<file path="src/synth_pkg.sv">
package synth_pkg;

    // 0..11 are C through B, 12 and up is a rest
    typedef logic [3:0] note_t;

    localparam note_t note_rest = 4'd12;

    typedef struct packed
    {
        logic [2:0] octave;
        note_t      note;
    } voice_setting_t;

    localparam voice_setting_t setting_rest = '{octave: 3'd0, note: note_rest};

    typedef struct packed
    {
        logic           voice_sel;  // 0 melody, 1 bass
        voice_setting_t setting;
    } note_cmd_t;

    localparam int phase_width = 8;

    // Last phase of one period at octave 0, one frame per phase
    localparam logic [phase_width-1:0] period_table [12] = '{
        8'd183, 8'd173, 8'd163, 8'd154, 8'd145, 8'd137,
        8'd129, 8'd122, 8'd115, 8'd108, 8'd102, 8'd96
    };

    localparam logic signed [15:0] tone_amplitude = 16'sh2000;

    // Active low abcdefgh, sharps light the h segment
    localparam logic [7:0] segment_table [12] = '{
        8'b01100011, 8'b01100010, 8'b10000101, 8'b10000100,
        8'b01100001, 8'b01110001, 8'b01110000, 8'b01000011,
        8'b01000010, 8'b00010001, 8'b00010000, 8'b11000001
    };

    localparam logic [7:0] segment_blank = 8'b1111_1111;

endpackage

</file>
<file path="src/i2s_pkg.sv">
package i2s_pkg;

    // 50 MHz system clock divided down by a free running counter
    localparam int div_width = 10;

    localparam int mclk_tap  = 1;   // 12.5 MHz
    localparam int bclk_tap  = 3;   // 3.125 MHz
    localparam int lrclk_tap = 9;   // About 48.8 kHz

    // 32 bit clocks per channel, sample in the top bits
    localparam int slot_width   = 32;
    localparam int sample_width = 16;

endpackage

</file>
<file path="src/square_tone.sv">
module square_tone
    import synth_pkg::*;
    import i2s_pkg::*;
(
    input  voice_setting_t                 setting,
    input  logic [phase_width-1:0]         phase,
    output logic [phase_width-1:0]         last_phase,
    output logic signed [sample_width-1:0] sample
);

    always_comb
    begin
        if (setting.note < note_rest)
        begin
            // Each octave up halves the period
            last_phase = period_table[setting.note] >> setting.octave;

            if (phase <= (last_phase >> 1))  // High half of the period
                sample = tone_amplitude;
            else
                sample = -tone_amplitude;
        end
        else
        begin
            last_phase = '0;
            sample     = '0;
        end
    end

endmodule

</file>
<file path="src/tone_voice.sv">
module tone_voice
    import synth_pkg::*;
    import i2s_pkg::*;
(
    input  logic                           clk,
    input  logic                           reset,
    input  logic                           frame_tick,
    input  voice_setting_t                 setting,
    output logic signed [sample_width-1:0] sample
);

    logic [phase_width-1:0] phase;
    logic [phase_width-1:0] last_phase;
    voice_setting_t         prev_setting;

    always_ff @(posedge clk or posedge reset)
    begin
        if (reset)
        begin
            phase        <= '0;
            prev_setting <= setting_rest;
        end
        else if (frame_tick)
        begin
            prev_setting <= setting;

            if (setting != prev_setting)     // New note starts its period
                phase <= '0;
            else if (phase >= last_phase)
                phase <= '0;
            else
                phase <= phase + 1'b1;
        end
    end

    square_tone u_square_tone
    (
        .setting    ( setting    ),
        .phase      ( phase      ),
        .last_phase ( last_phase ),
        .sample     ( sample     )
    );

endmodule

</file>
<file path="src/voice_control.sv">
module voice_control
    import synth_pkg::*;
(
    input  logic           clk,
    input  logic           reset,
    input  logic           frame_tick,
    input  note_cmd_t      cmd,
    input  logic           cmd_valid,
    output logic           cmd_ready,
    output voice_setting_t melody_setting,
    output voice_setting_t bass_setting
);

    note_cmd_t pending;
    logic      pending_valid;

    always_ff @(posedge clk or posedge reset)
    begin
        if (reset)
        begin
            pending_valid  <= 1'b0;
            cmd_ready      <= 1'b0;
            melody_setting <= setting_rest;
            bass_setting   <= setting_rest;
        end
        else
        begin
            if (cmd_valid && cmd_ready)
            begin
                pending_valid <= 1'b1;
                cmd_ready     <= 1'b0;
            end
            else if (frame_tick && pending_valid)
            begin
                // Voices only change on a frame boundary
                pending_valid <= 1'b0;
                cmd_ready     <= 1'b1;

                if (pending.voice_sel)
                    bass_setting <= pending.setting;
                else
                    melody_setting <= pending.setting;
            end
            else
            begin
                cmd_ready <= !pending_valid;  // Rises once out of reset
            end
        end
    end

    always_ff @(posedge clk)
    begin
        if (cmd_valid && cmd_ready)
            pending <= cmd;
    end

endmodule

</file>
<file path="src/voice_mixer.sv">
module voice_mixer
    import i2s_pkg::*;
(
    input  logic                           clk,
    input  logic                           reset,
    input  logic signed [sample_width-1:0] melody_sample,
    input  logic signed [sample_width-1:0] bass_sample,
    output logic signed [sample_width-1:0] mixed
);

    // Each voice stays within 0x2000, so the sum fits in 16 bits
    always_ff @(posedge clk or posedge reset)
    begin
        if (reset)
            mixed <= '0;
        else
            mixed <= melody_sample + bass_sample;
    end

endmodule

</file>
<file path="src/i2s_serializer.sv">
module i2s_serializer
    import i2s_pkg::*;
(
    input  logic                           clk,
    input  logic                           reset,
    input  logic signed [sample_width-1:0] sample,
    output logic                           mclk,
    output logic                           bclk,
    output logic                           lrclk,
    output logic                           sdata,
    output logic                           frame_tick
);

    logic [div_width-1:0]  clk_div;
    logic [slot_width-1:0] slot;
    logic                  bit_end;
    logic                  slot_start;

    always_ff @(posedge clk or posedge reset)
    begin
        if (reset)
            clk_div <= '0;
        else
            clk_div <= clk_div + 1'b1;
    end

    assign mclk  = clk_div[mclk_tap];
    assign bclk  = clk_div[bclk_tap];
    assign lrclk = clk_div[lrclk_tap];    // Low is left

    // High for the first cycle of each frame
    always_ff @(posedge clk or posedge reset)
    begin
        if (reset)
            frame_tick <= 1'b0;
        else
            frame_tick <= &clk_div;
    end

    assign bit_end = &clk_div[bclk_tap:0];  // Falling edge of bclk

    // First bit of each half frame, MSB goes out one bclk after lrclk
    assign slot_start = bit_end && (clk_div[lrclk_tap-1:bclk_tap+1] == '0);

    always_ff @(posedge clk or posedge reset)
    begin
        if (reset)
            slot <= '0;
        else if (slot_start)
            slot <= {sample, {(slot_width - sample_width){1'b0}}};
        else if (bit_end)
            slot <= slot << 1;
    end

    assign sdata = slot[slot_width-1];

endmodule

</file>
<file path="src/note_display.sv">
module note_display
    import synth_pkg::*;
(
    input  logic           clk,
    input  logic           reset,
    input  voice_setting_t setting,
    output logic [7:0]     abcdefgh
);

    // Octave is not shown, only the note name
    always_ff @(posedge clk or posedge reset)
    begin
        if (reset)
            abcdefgh <= segment_blank;
        else if (setting.note < note_rest)
            abcdefgh <= segment_table[setting.note];
        else
            abcdefgh <= segment_blank;
    end

endmodule

</file>
<file path="src/synth_top.sv">
module synth_top
    import synth_pkg::*;
    import i2s_pkg::*;
(
    input  logic       clk,
    input  logic       reset,
    input  note_cmd_t  cmd,
    input  logic       cmd_valid,
    output logic       cmd_ready,
    output logic       mclk,
    output logic       bclk,
    output logic       lrclk,
    output logic       sdata,
    output logic [7:0] abcdefgh
);

    logic                           frame_tick;
    voice_setting_t                 melody_setting;
    voice_setting_t                 bass_setting;
    logic signed [sample_width-1:0] melody_sample;
    logic signed [sample_width-1:0] bass_sample;
    logic signed [sample_width-1:0] mixed;

    voice_control u_voice_control
    (
        .clk            ( clk            ),
        .reset          ( reset          ),
        .frame_tick     ( frame_tick     ),
        .cmd            ( cmd            ),
        .cmd_valid      ( cmd_valid      ),
        .cmd_ready      ( cmd_ready      ),
        .melody_setting ( melody_setting ),
        .bass_setting   ( bass_setting   )
    );

    tone_voice u_melody
    (
        .clk        ( clk            ),
        .reset      ( reset          ),
        .frame_tick ( frame_tick     ),
        .setting    ( melody_setting ),
        .sample     ( melody_sample  )
    );

    tone_voice u_bass
    (
        .clk        ( clk          ),
        .reset      ( reset        ),
        .frame_tick ( frame_tick   ),
        .setting    ( bass_setting ),
        .sample     ( bass_sample  )
    );

    voice_mixer u_voice_mixer
    (
        .clk           ( clk           ),
        .reset         ( reset         ),
        .melody_sample ( melody_sample ),
        .bass_sample   ( bass_sample   ),
        .mixed         ( mixed         )
    );

    // Same mixed sample on both channels
    i2s_serializer u_i2s_serializer
    (
        .clk        ( clk        ),
        .reset      ( reset      ),
        .sample     ( mixed      ),
        .mclk       ( mclk       ),
        .bclk       ( bclk       ),
        .lrclk      ( lrclk      ),
        .sdata      ( sdata      ),
        .frame_tick ( frame_tick )
    );

    note_display u_note_display
    (
        .clk      ( clk            ),
        .reset    ( reset          ),
        .setting  ( melody_setting ),
        .abcdefgh ( abcdefgh       )
    );

endmodule

</file>
<file path="config.mk">
export PLATFORM = sky130hd
export DESIGN_NAME = synth_top
export DESIGN_NICKNAME = d
export VERILOG_FILES = /design/src/synth_pkg.sv /design/src/i2s_pkg.sv /design/src/square_tone.sv /design/src/tone_voice.sv /design/src/voice_control.sv /design/src/voice_mixer.sv /design/src/i2s_serializer.sv /design/src/note_display.sv /design/src/synth_top.sv
export SDC_FILE = /design/constraint.sdc
export NUM_CORES = 1
export LEC_CHECK = 0
export ABC_CLOCK_PERIOD_IN_PS = 4600
export BUFFER_PORTS_ARGS = -buffer_cell sky130_fd_sc_hd__buf_2
export CORE_MARGIN = 2
export CORE_UTILIZATION = 50
export DETAILED_ROUTE_END_ITERATION = 7
export HOLD_SLACK_MARGIN = 0.12
export PLACE_DENSITY = 0.66
export SYNTH_ARGS = -nofsm -noshare
export SYNTH_HDL_FRONTEND = slang
export SYNTH_HIERARCHICAL = 1
export SYNTH_SLANG_ARGS = --single-unit
export TNS_END_PERCENT = 1
</file>
<file path="constraint.sdc">
create_clock -name clk -period 4.6 [get_ports clk]
set_input_delay 0.46 -clock clk [delete_from_list [all_inputs] [get_ports clk]]
set_output_delay 0.46 -clock clk [all_outputs]
set_load 0.005 [all_outputs]
</file>
### Word-level counts from Yosys, hierarchy flattened

Memory sizes are Yosys's and may differ from the RTL's.
Index checks and enable logic that the tools add are counted.
Widths: inputs -> output; s select.

| operators by class | value |
|---|---|
| $add $sub $neg | 4 |
| $mul | 0 |
| div/mod/pow operators | 0 |
| magnitude comparators | 8 |
| equality and inequality tests | 2 |
| shift operators | 2 |
| mux-type cells | 23 |
| bitwise logic cells | 4 |
| reduce and logical (&&, ||, !) cells | 11 |

Operators by type and width:

| operator | count |
|---|---|
| $mux 8 | 13 |
| $mux 16 | 4 |
| $mux 32 | 2 |
| $add 16x16->16 | 1 |
| $add 8x1->8 const B | 2 |
| $ge 8x8->1 | 2 |
| $le 8x7->1 | 2 |
| $shr 8x3->8 | 2 |
| $ne 7x7->1 | 2 |
| $add 10x1->10 const B | 1 |
| $ge 5x5->1 const B | 2 |
| $not 4->5 | 2 |
| $reduce_and 10->1 | 1 |
| $lt 4x4->1 const B | 2 |
| $reduce_and 3->1 | 2 |
| $logic_not 5->1 | 1 |
| $mux 1 | 4 |
| $reduce_and 4->1 | 1 |
| $reduce_bool 2->1 | 2 |
| $logic_and 1x1->1 | 3 |
| $not 1->1 | 2 |
| $logic_not 1->1 | 1 |

| storage, ports and cells | value |
|---|---|
| register bits after elaboration | 121 |
| latch bits | 0 |
| bits in writable memories | 0 |
| memory bits (read-only) | 384 |
| input port bits | 11 |
| output and inout port bits | 13 |
| word-level logic and storage cells | 77 |
| memories kept | 3 |

Memory list:

| name | depth | width | rd ports | clocked after memory_dff | write ports | line | RTL |
|---|---|---|---|---|---|---|---|
| (no name shown) | 16 | 8 | 1 | 0 | 0 | square_tone.sv:16 | `last_phase = period_table[setting.note] >> setting.octave;` |
| (no name shown) | 16 | 8 | 1 | 0 | 0 | square_tone.sv:16 |  |
| (no name shown) | 16 | 8 | 1 | 0 | 0 | note_display.sv:16 | `abcdefgh <= segment_table[setting.note];` |

### Longest topological paths before layout

Gate-level depths: netlist of the first run.

| logic depth | value |
|---|---|
| word-level depth | 9 |
| gate-level depth with buffers | 16 |
| depth with buffers taken out | 16 |

### By module

Netlist of the first run, hierarchy kept.

By module, submodules not included:

| module | times used | cells each | area each (µm²) | sequential area each (µm²) |
|---|---|---|---|---|
| tone_voice | 2 | 98 | 977.2 | 377.9 |
| i2s_serializer | 1 | 128 | 1333.8 | 675.6 |
| voice_mixer | 1 | 124 | 1257.5 | 400.4 |
| voice_control | 1 | 47 | 864.6 | 645.6 |
| square_tone at u_melody.u_square_tone | 1 | 114 | 849.6 | 0.0 |
| square_tone at u_bass.u_square_tone | 1 | 113 | 813.3 | 0.0 |
| note_display | 1 | 35 | 449.2 | 210.2 |

### Worst setup path before layout of the first run

OpenSTA, ideal clock, no wires.

| timing path | value |
|---|---|
| kind | reg-to-reg |
| from | register u_voice_control/bass_setting[0] (netlist name) |
| to | register u_voice_mixer.mixed[14] |
| data arrival time | 3.545 ns |
| required time | 4.496 ns |
| path slack | 0.951 ns |
| cell stages (with the launch flop) | 16 |
| buffers on the path | 0 |
| cells stage by stage | dfrtp_1 inv_1 ha_1 inv_1 mux4_2 mux2_4 o21ai_0 ha_1 a21oi_1 o22ai_1 o21ai_0 a21boi_0 ha_1 inv_1 or4b_1 o311ai_1 |

| between the ends | value |
|---|---|
| cells in the longest elaborated chain, start to end | 9 |
| elaborated cells between the ends (all ways) | 10 |

Ends and longest elaborated chain:

| item | line | RTL |
|---|---|---|
| $not 4->5 (not written as such) | square_tone.sv:16 |  |
| $mem_v2 16x8 | n/a |  |
| $mux 8 (not written as such) (2 in series) | square_tone.sv:16 |  |
| $shr 8x3->8 | square_tone.sv:16 |  |
| $le 8x7->1 | square_tone.sv:18 | `if (phase <= (last_phase >> 1))` |
| $mux 16 | square_tone.sv:18 |  |
| $mux 16 (*) | square_tone.sv:13 | `if (setting.note < note_rest)` |
| net bass_sample[14] | synth_top.sv:21 | `logic signed [sample_width-1:0] bass_sample;` |
| $add 16x16->16 (*) | voice_mixer.sv:17 | `mixed <= melody_sample + bass_sample;` |
| end signal: assignment | voice_mixer.sv:17 |  |
| end: declaration | voice_mixer.sv:8 | `output logic signed [sample_width-1:0] mixed` |

Mark *: on every way through the listed nets, which the timed path passes. The rest lies on a longest branch. The select of a mux whose other input is x is not followed.
A chain may end at the register's enable or synchronous reset.

### Final worst setup path of the first run

| timing path | value |
|---|---|
| from | register u_voice_control/bass_setting[0] (netlist name) |
| to | register u_voice_mixer.mixed[14] |

| between the ends | value |
|---|---|
| cells in the longest elaborated chain, start to end | 9 |
| elaborated cells between the ends (all ways) | 10 |

Ends and longest elaborated chain:

| item | line |
|---|---|
| $not 4->5 (not written as such) | square_tone.sv:16 |
| $mem_v2 16x8 | n/a |
| $mux 8 (not written as such) (2 in series) | square_tone.sv:16 |
| $shr 8x3->8 | square_tone.sv:16 |
| $le 8x7->1 | square_tone.sv:18 |
| $mux 16 | square_tone.sv:18 |
| $mux 16 (*) | square_tone.sv:13 |
| net bass_sample[14] | synth_top.sv:21 |
| $add 16x16->16 (*) | voice_mixer.sv:17 |

Marked as above.

==> reports/results.ini, run 1 <==
[run_status]
outcome = finished, final reports clean

[synthesis]
yosys_warnings = 6
syn_inst = 757
synth_cell_types = 93
synthesis.area_um2 = 7520
synth_ff_type = dfrtp_1
seq_area_frac_synth = 0.357
synth_edf_count = 8
synth.avg_cell_area_um2 = 9.94
ys_seq_elements = 105
synth-async-reset-ratio = 0.924

[die]
initial_utilization = 0.516
die-width_um = 127
ios = 24
num_rows = 44
core_um2 = 14600
dieArea_um2 = 16000
die_y_um = 127

[finish]
fin_util = 0.535
drive_above_1_share = 0.172
seqCellArea_um2 = 2690
finalNetCount = 824
fillCellCount = 1279
diodes = 0
final_cell_mix = dfrtp_1 (81), ha_1 (62), inv_1 (58)
multi_input_area_um2 = 4230
final_common_cell = dfrtp_1
syn2layout_area_growth_pct = 3.71

[power]
clkPwrFrac = 0.390
power.leakage_nw = 3.63
power_density_nw_per_um2 = 245
irDropWorstVdd_uv = 171
p_switching_mw = 0.475
seq_power_share = 0.524
internal_power_mw = 1.44
total_power_mw = 1.91
switching_share = 0.248
power.share.combinational = 0.086

[clocking]
postCtsSetupRepairBufs = 0
ctsResizeCount = 0
clk-insertion-delay-late_ps = 350
cts_tree = yes
clockRootBuffer = clkbuf_16
htreeDepth = 3
cts_made_buffers = 9
cts_buffer_depth = 2
cts_sinks = 105
cts_hold_buf = 0
clk_pin_slew_ps = 70

[global_route]
grt-ovfl-total = 0
grt_pass1_vias = 5384
grt_pass1_wl_um = 25500
grt_max_degree = 35
grtUsageTotal = 0.192
antenna_found_initial = 0

[critical_path]
endpoint_kind = flop
crit_fanout = 12
path_cells = inv_1, ha_1, inv_1, mux4_2, mux2_4, o21ai_0, ha_1, and3_1, a31oi_1, a21boi_0, ha_1, inv_1, nor3_1, a221oi_1, o311ai_1
worst_path_max_delay_cell = dfrtp_1
critical_path.top_delay_family = compound AO/OA/AOI/OAI gates
critical_path_class = flop to flop
start_kind = flop
arrival_ps = 4310
path_buf_inv = 3
worstPathRequired_ps = 4820
critPathMaxStageDelay_ps = 580

[job]
drv_cap = 0

[timing]
worst_pin_slew_ps = 1120
hold_viol = 0
slew_violations = 0
skew_ps = 7.89
setup_ws_ps = 503
setup_viol = 0
fin_crit_sh = 0.891
fmaxAchievable_mhz = 244
tns_ps = 0
min_period_ps = 4100
grt_setup_unrepaired = no
relSlewSlack = 0.251

[placed_design]
post-place-ws_ps = 558
port_buffers = 23
detailed_place_hpwl_um = 10600
place_congestion = 0.826

[drt]
wl_per_cell_um = 15.6
drc_errors = 0
vias = 5435
totalWireLength_um = 14600
dr.pass1.iters = 4
detail-route-antenna-nets = 0
drtIter0Drc = 351
post_drt_via_cell_ratio = 5.79

[hold_path]
hold_path.class = input port to async pin

-- layer usage --
layer / vias to the layer above / track usage / wire length, µm
met5: - / 0 / 0
met4: 0 / 0.0608 / 228
met3: 20 / 0.0430 / 545
met2: 103 / 0.315 / 6850
met1: 2648 / 0.254 / 6990
li1: 2664 / - / -
-- flip-flops by register name, indices dropped and copies added, names as in the netlist, 7 cells and up --
name and cells:
u_i2s_serializer/slot 16, u_voice_mixer/mixed 16, u_i2s_serializer/clk_div 10, u_bass/phase 8, u_melody/phase 8, u_note_display/abcdefgh 8, u_voice_control/pending 8, u_bass/prev_setting 7
u_melody/prev_setting 7, u_voice_control/bass_setting 7, u_voice_control/melody_setting 7
-- logic make-up (layout without fill, tap and decap cells) --
family	count (synthesis)	count (layout)	share of synthesized area
AO/OA/AOI/OAI	190	190	0.199
XOR/XNOR	37	37	0.0441
adder cells (fa/ha/maj)	64	64	0.107
buffers and inverters	129	103	0.0930
flip-flops	105	105	0.357
multiplexers	33	33	0.0509
other	2	26	0.000998
AND/OR/NAND/NOR	197	197	0.148
-- synthesized netlist by cell type (15+ instances only) --
library cell | n | share of area
ha_1 | 62 | 0.10
dfrtp_1 | 81 | 0.27
o211ai_1 | 28 | 0.028
nand2b_1 | 16 | 0.013
a21oi_1 | 17 | 0.011
a21o_1 | 15 | 0.015
nand3_1 | 21 | 0.014
a31oi_1 | 20 | 0.017
xnor2_1 | 27 | 0.031
inv_1 | 58 | 0.029
nor2_1 | 25 | 0.012
dfstp_2 | 16 | 0.056
buf_4 | 30 | 0.030
nand2_1 | 51 | 0.025
o21ai_0 | 27 | 0.018
mux2_2 | 28 | 0.042
clkbuf_1 | 15 | 0.0075
-- power groups by stage --
stage,logic (mW),clock network [mW],registers [mW]
after global routing,0.187,0.804,1.01
after floorplan,0.150,0,1.01
final,0.165,0.746,1.00
after detailed placement,0.149,0,1.02
after global placement,0.145,0,1.02
after CTS,0.149,0.773,1.00
-- final cells by class --
type	count	share of cell area
inverter	60	0.0289
sequential	105	0.345
clock buffer	10	0.0306
timing repair buffer	27	0.0186
tap	184	0.0295
multi-input combinational	547	0.542
clock inverter	6	0.00626
-- final timing paths --
| path | to | start | slack (ps) | depth (start not counted) |
|---|---|---|---|---|
| max | u_voice_mixer/mixed[14]$_DFF_PP0_ | u_voice_control/bass_setting[0]$_DFFE_PP0P_ | 500 | 15 |
| min | u_voice_mixer/mixed[13]$_DFF_PP0_ | reset | 220 | 2 |
| max reg2reg | u_voice_mixer/mixed[14]$_DFF_PP0_ | u_voice_control/bass_setting[0]$_DFFE_PP0P_ | 500 | 15 |
| min reg2reg | u_i2s_serializer/clk_div[0]$_DFF_PP0_ | u_i2s_serializer/clk_div[0]$_DFF_PP0_ | 480 | 1 |
| max in group asynchronous | u_i2s_serializer/slot[18]$_DFFE_PP0P_ | reset | 3590 | 2 |
| min in group clk | u_voice_control/pending[6]$_DFFE_PP_ | cmd[6] | 280 | 1 |
-- stage by stage --
step	hold WS, ps	area (µm²)	std cells
finish	224	7800	939
detailed placement	474	7510	923
floorplan	360	7610	781
global placement	459	7510	923
global route	263	7800	939
CTS	243	7800	939
-- worst reg2reg max path, stage by stage, from the launching register on --
cell	delay [ps]
dfrtp_1	580
inv_1	120
ha_1	360
inv_1	50
mux4_2	470
mux2_4	280
o21ai_0	160
ha_1	290
and3_1	190
a31oi_1	140
a21boi_0	320
ha_1	360
inv_1	110
nor3_1	70
a221oi_1	330
o311ai_1	150
(Power assumes the default switching activity.)
==> run 2: changes to the inputs <==
--- a/config.mk
+++ b/config.mk
@@ -9,9 +9,10 @@
 export BUFFER_PORTS_ARGS = -buffer_cell sky130_fd_sc_hd__buf_2
 export CORE_MARGIN = 2
 export CORE_UTILIZATION = 50
+export CTS_BUF_LIST = sky130_fd_sc_hd__clkbuf_4 sky130_fd_sc_hd__clkbuf_8
 export DETAILED_ROUTE_END_ITERATION = 7
 export HOLD_SLACK_MARGIN = 0.12
-export PLACE_DENSITY = 0.66
+export PLACE_DENSITY = 0.65
 export SYNTH_ARGS = -nofsm -noshare
 export SYNTH_HDL_FRONTEND = slang
 export SYNTH_HIERARCHICAL = 1
==> reports/results.ini, run 2 (synthesized netlist as in run 1, its figures left out) <==
[run_status]
outcome = finished, final reports clean

[critical_path]
endpoint_kind = flop
arrival_ps = 4350  ; +40 ps
start_kind = flop
startpoint = u_voice_control/bass_setting[0]$_DFFE_PP0P_
worstPathRequired_ps = 4840  ; +20 ps
critical_path_class = flop to flop
timing.rr.start = u_voice_control/bass_setting[0]$_DFFE_PP0P_
crit_fanout = 12  ; unchanged

[clocking]
cts_buffer_depth = 2  ; unchanged
cts_tree = yes
clockRootBuffer = clkbuf_8
clk_pin_slew_ps = 100  ; +30 ps
cts_sinks = 105  ; unchanged
cts_made_buffers = 9  ; unchanged
clk-insertion-delay-late_ps = 380  ; +30 ps
ctsResizeCount = 0  ; unchanged
htreeDepth = 3  ; unchanged
cts_hold_buf = 0  ; unchanged
postCtsSetupRepairBufs = 0  ; unchanged

[power]
power.leakage_nw = 3.58  ; -1.2%
power_density_nw_per_um2 = 226  ; -7.9%
irDropWorstVdd_uv = 187  ; +9.7%

[global_route]
use_met3 = 0.0384  ; -0.00464
grt.met2_usage = 0.315  ; about the same
grtUsageTotal = 0.184  ; -0.00813
grt_busiest_layer = met2
grt-ovfl-total = 0  ; unchanged
grt_max_degree = 35  ; unchanged
grt_pass1_wl_um = 24500  ; -4.1%
antenna_found_initial = 0  ; unchanged
grt_pass1_vias = 5268  ; -2.2%
grt_use_met1 = 0.234  ; -0.0196

[placed_design]
dp.cells = 923  ; unchanged
detailed_place_hpwl_um = 10500  ; -0.82%
place_congestion = 0.825  ; -0.19%
port_buffers = 23  ; unchanged

[finish]
final_cell_mix = dfrtp_1 (81), ha_1 (62), inv_1 (58)
multi_input_area_um2 = 4230  ; unchanged
finalNetCount = 824  ; unchanged
top_regs = u_i2s_serializer/slot: 16 flops, u_voice_mixer/mixed: 16 flops, u_i2s_serializer/clk_div: 10 flops
syn2layout_area_growth_pct = 2.51
drive_above_1_share = 0.172  ; unchanged
final_common_cell = dfrtp_1
fillCellCount = 1291  ; +0.94%
fin_cells = 939  ; unchanged
seqCellArea_um2 = 2690  ; unchanged
diodes = 0  ; unchanged

[die]
initial_utilization = 0.516  ; unchanged
num_rows = 44  ; unchanged
dieArea_um2 = 16000  ; unchanged
ios = 24  ; unchanged
die-width_um = 127  ; unchanged
die_y_um = 127  ; unchanged
core_um2 = 14600  ; unchanged

[timing]
fin_crit_sh = 0.893  ; +0.00260
worst_pin_slew_ps = 1160  ; +32.4 ps
fmaxAchievable_mhz = 243  ; -0.29%
tns_ps = 0  ; unchanged
min_period_ps = 4110  ; +12.0 ps
slew_violations = 0  ; unchanged
skew_ps = 10.7  ; +2.86 ps
relSlewSlack = 0.230  ; -0.0216
setup_viol = 0  ; unchanged
hold_viol = 0  ; unchanged
grt_setup_unrepaired = no

[drt]
drc_errors = 0  ; unchanged
totalWireLength_um = 14200  ; -2.8%
post_drt_via_cell_ratio = 5.73  ; -1.0%
dr.pass1.iters = 5  ; +1
wl_per_cell_um = 15.1  ; -2.8%
detail-route-antenna-nets = 0  ; unchanged
vias = 5378  ; -1.0%
drtIter0Drc = 266  ; -24%

[job]
drv_cap = 0  ; unchanged

[hold_path]
hold_path.class = input port to async pin

[run 2: changes by cell type in the layout (fill, tap and decap cells not counted), sizes merged]
cell / previous run / this run
inv: 64 / 62
clkinvlp: 0 / 1
bufinv: 0 / 1
[run 2: where the power goes]
| group | total (mW) | leakage, nW | switching [mW] | internal, mW |
|---|---|---|---|---|
| Combinational | 0.164 | 2.20 | 0.0965 | 0.0673 |
| Sequential | 1.00 | 1.28 | 0.0197 | 0.981 |
| Clock | 0.578 | 0.0996 | 0.317 | 0.261 |
[run 2: layout make-up]
class,count,area share
clock buffers,10,0.0170
clock inverters,6,0.00860
inverters,60,0.0292
multi-input cells,547,0.548
flip-flops and latches,105,0.349
well taps,184,0.0299
repair buffers,27,0.0188
[run 2: path summary, 6_finish.rpt]
| kind | endpoint | slack (ps) | cells past startpoint |
|---|---|---|---|
| max in group asynchronous | u_i2s_serializer/frame_tick$_DFF_PP0_ | 3600 | 2 |
| worst min register to register | u_i2s_serializer/clk_div[0]$_DFF_PP0_ | 480 | 1 |
| min in group clk | u_voice_control/pending[6]$_DFFE_PP_ | 250 | 1 |
| worst max-delay path | u_voice_mixer/mixed[14]$_DFF_PP0_ | 490 | 15 |
| worst min-delay path | u_voice_mixer/mixed[1]$_DFF_PP0_ | 190 | 2 |
| worst max register to register | u_voice_mixer/mixed[14]$_DFF_PP0_ | 490 | 15 |
[run 2: through the flow]
| stage | utilization | setup WS (ps) | cell area, µm² | hold slack (ps) | power, mW |
|---|---|---|---|---|---|
| 3_5_place_dp | 0.515 | 492 | 7510 | 464 | 1.16 |
| 6_report | 0.529 | 491 | 7710 | 192 | 1.74 |
| 4_1_cts | 0.529 | 465 | 7710 | 204 | 1.75 |
| 2_1_floorplan | - | 951 | 7610 | 360 | 1.16 |
| 3_3_place_gp | 0.515 | 680 | 7510 | 455 | 1.16 |
| 5_1_grt | 0.529 | 135 | 7710 | 231 | 1.83 |
[run 2: routing by layer]
metal	share of wire	vias to the layer above	routed length, µm
li1	-	2656	-
met1	0.47	2618	6610
met2	0.48	85	6880
met3	0.032	19	450
met4	0.018	0	254
met5	0	-	0
[run 2: worst max-delay path: stages (launching register included)]
cell	delay (ps)
dfrtp_1	570
inv_1	130
ha_1	360
inv_1	50
mux4_2	470
mux2_4	280
o21ai_0	150
ha_1	280
and3_1	190
a31oi_1	140
a21boi_0	370
ha_1	370
inv_1	120
nor3_1	60
a221oi_1	290
o311ai_1	140
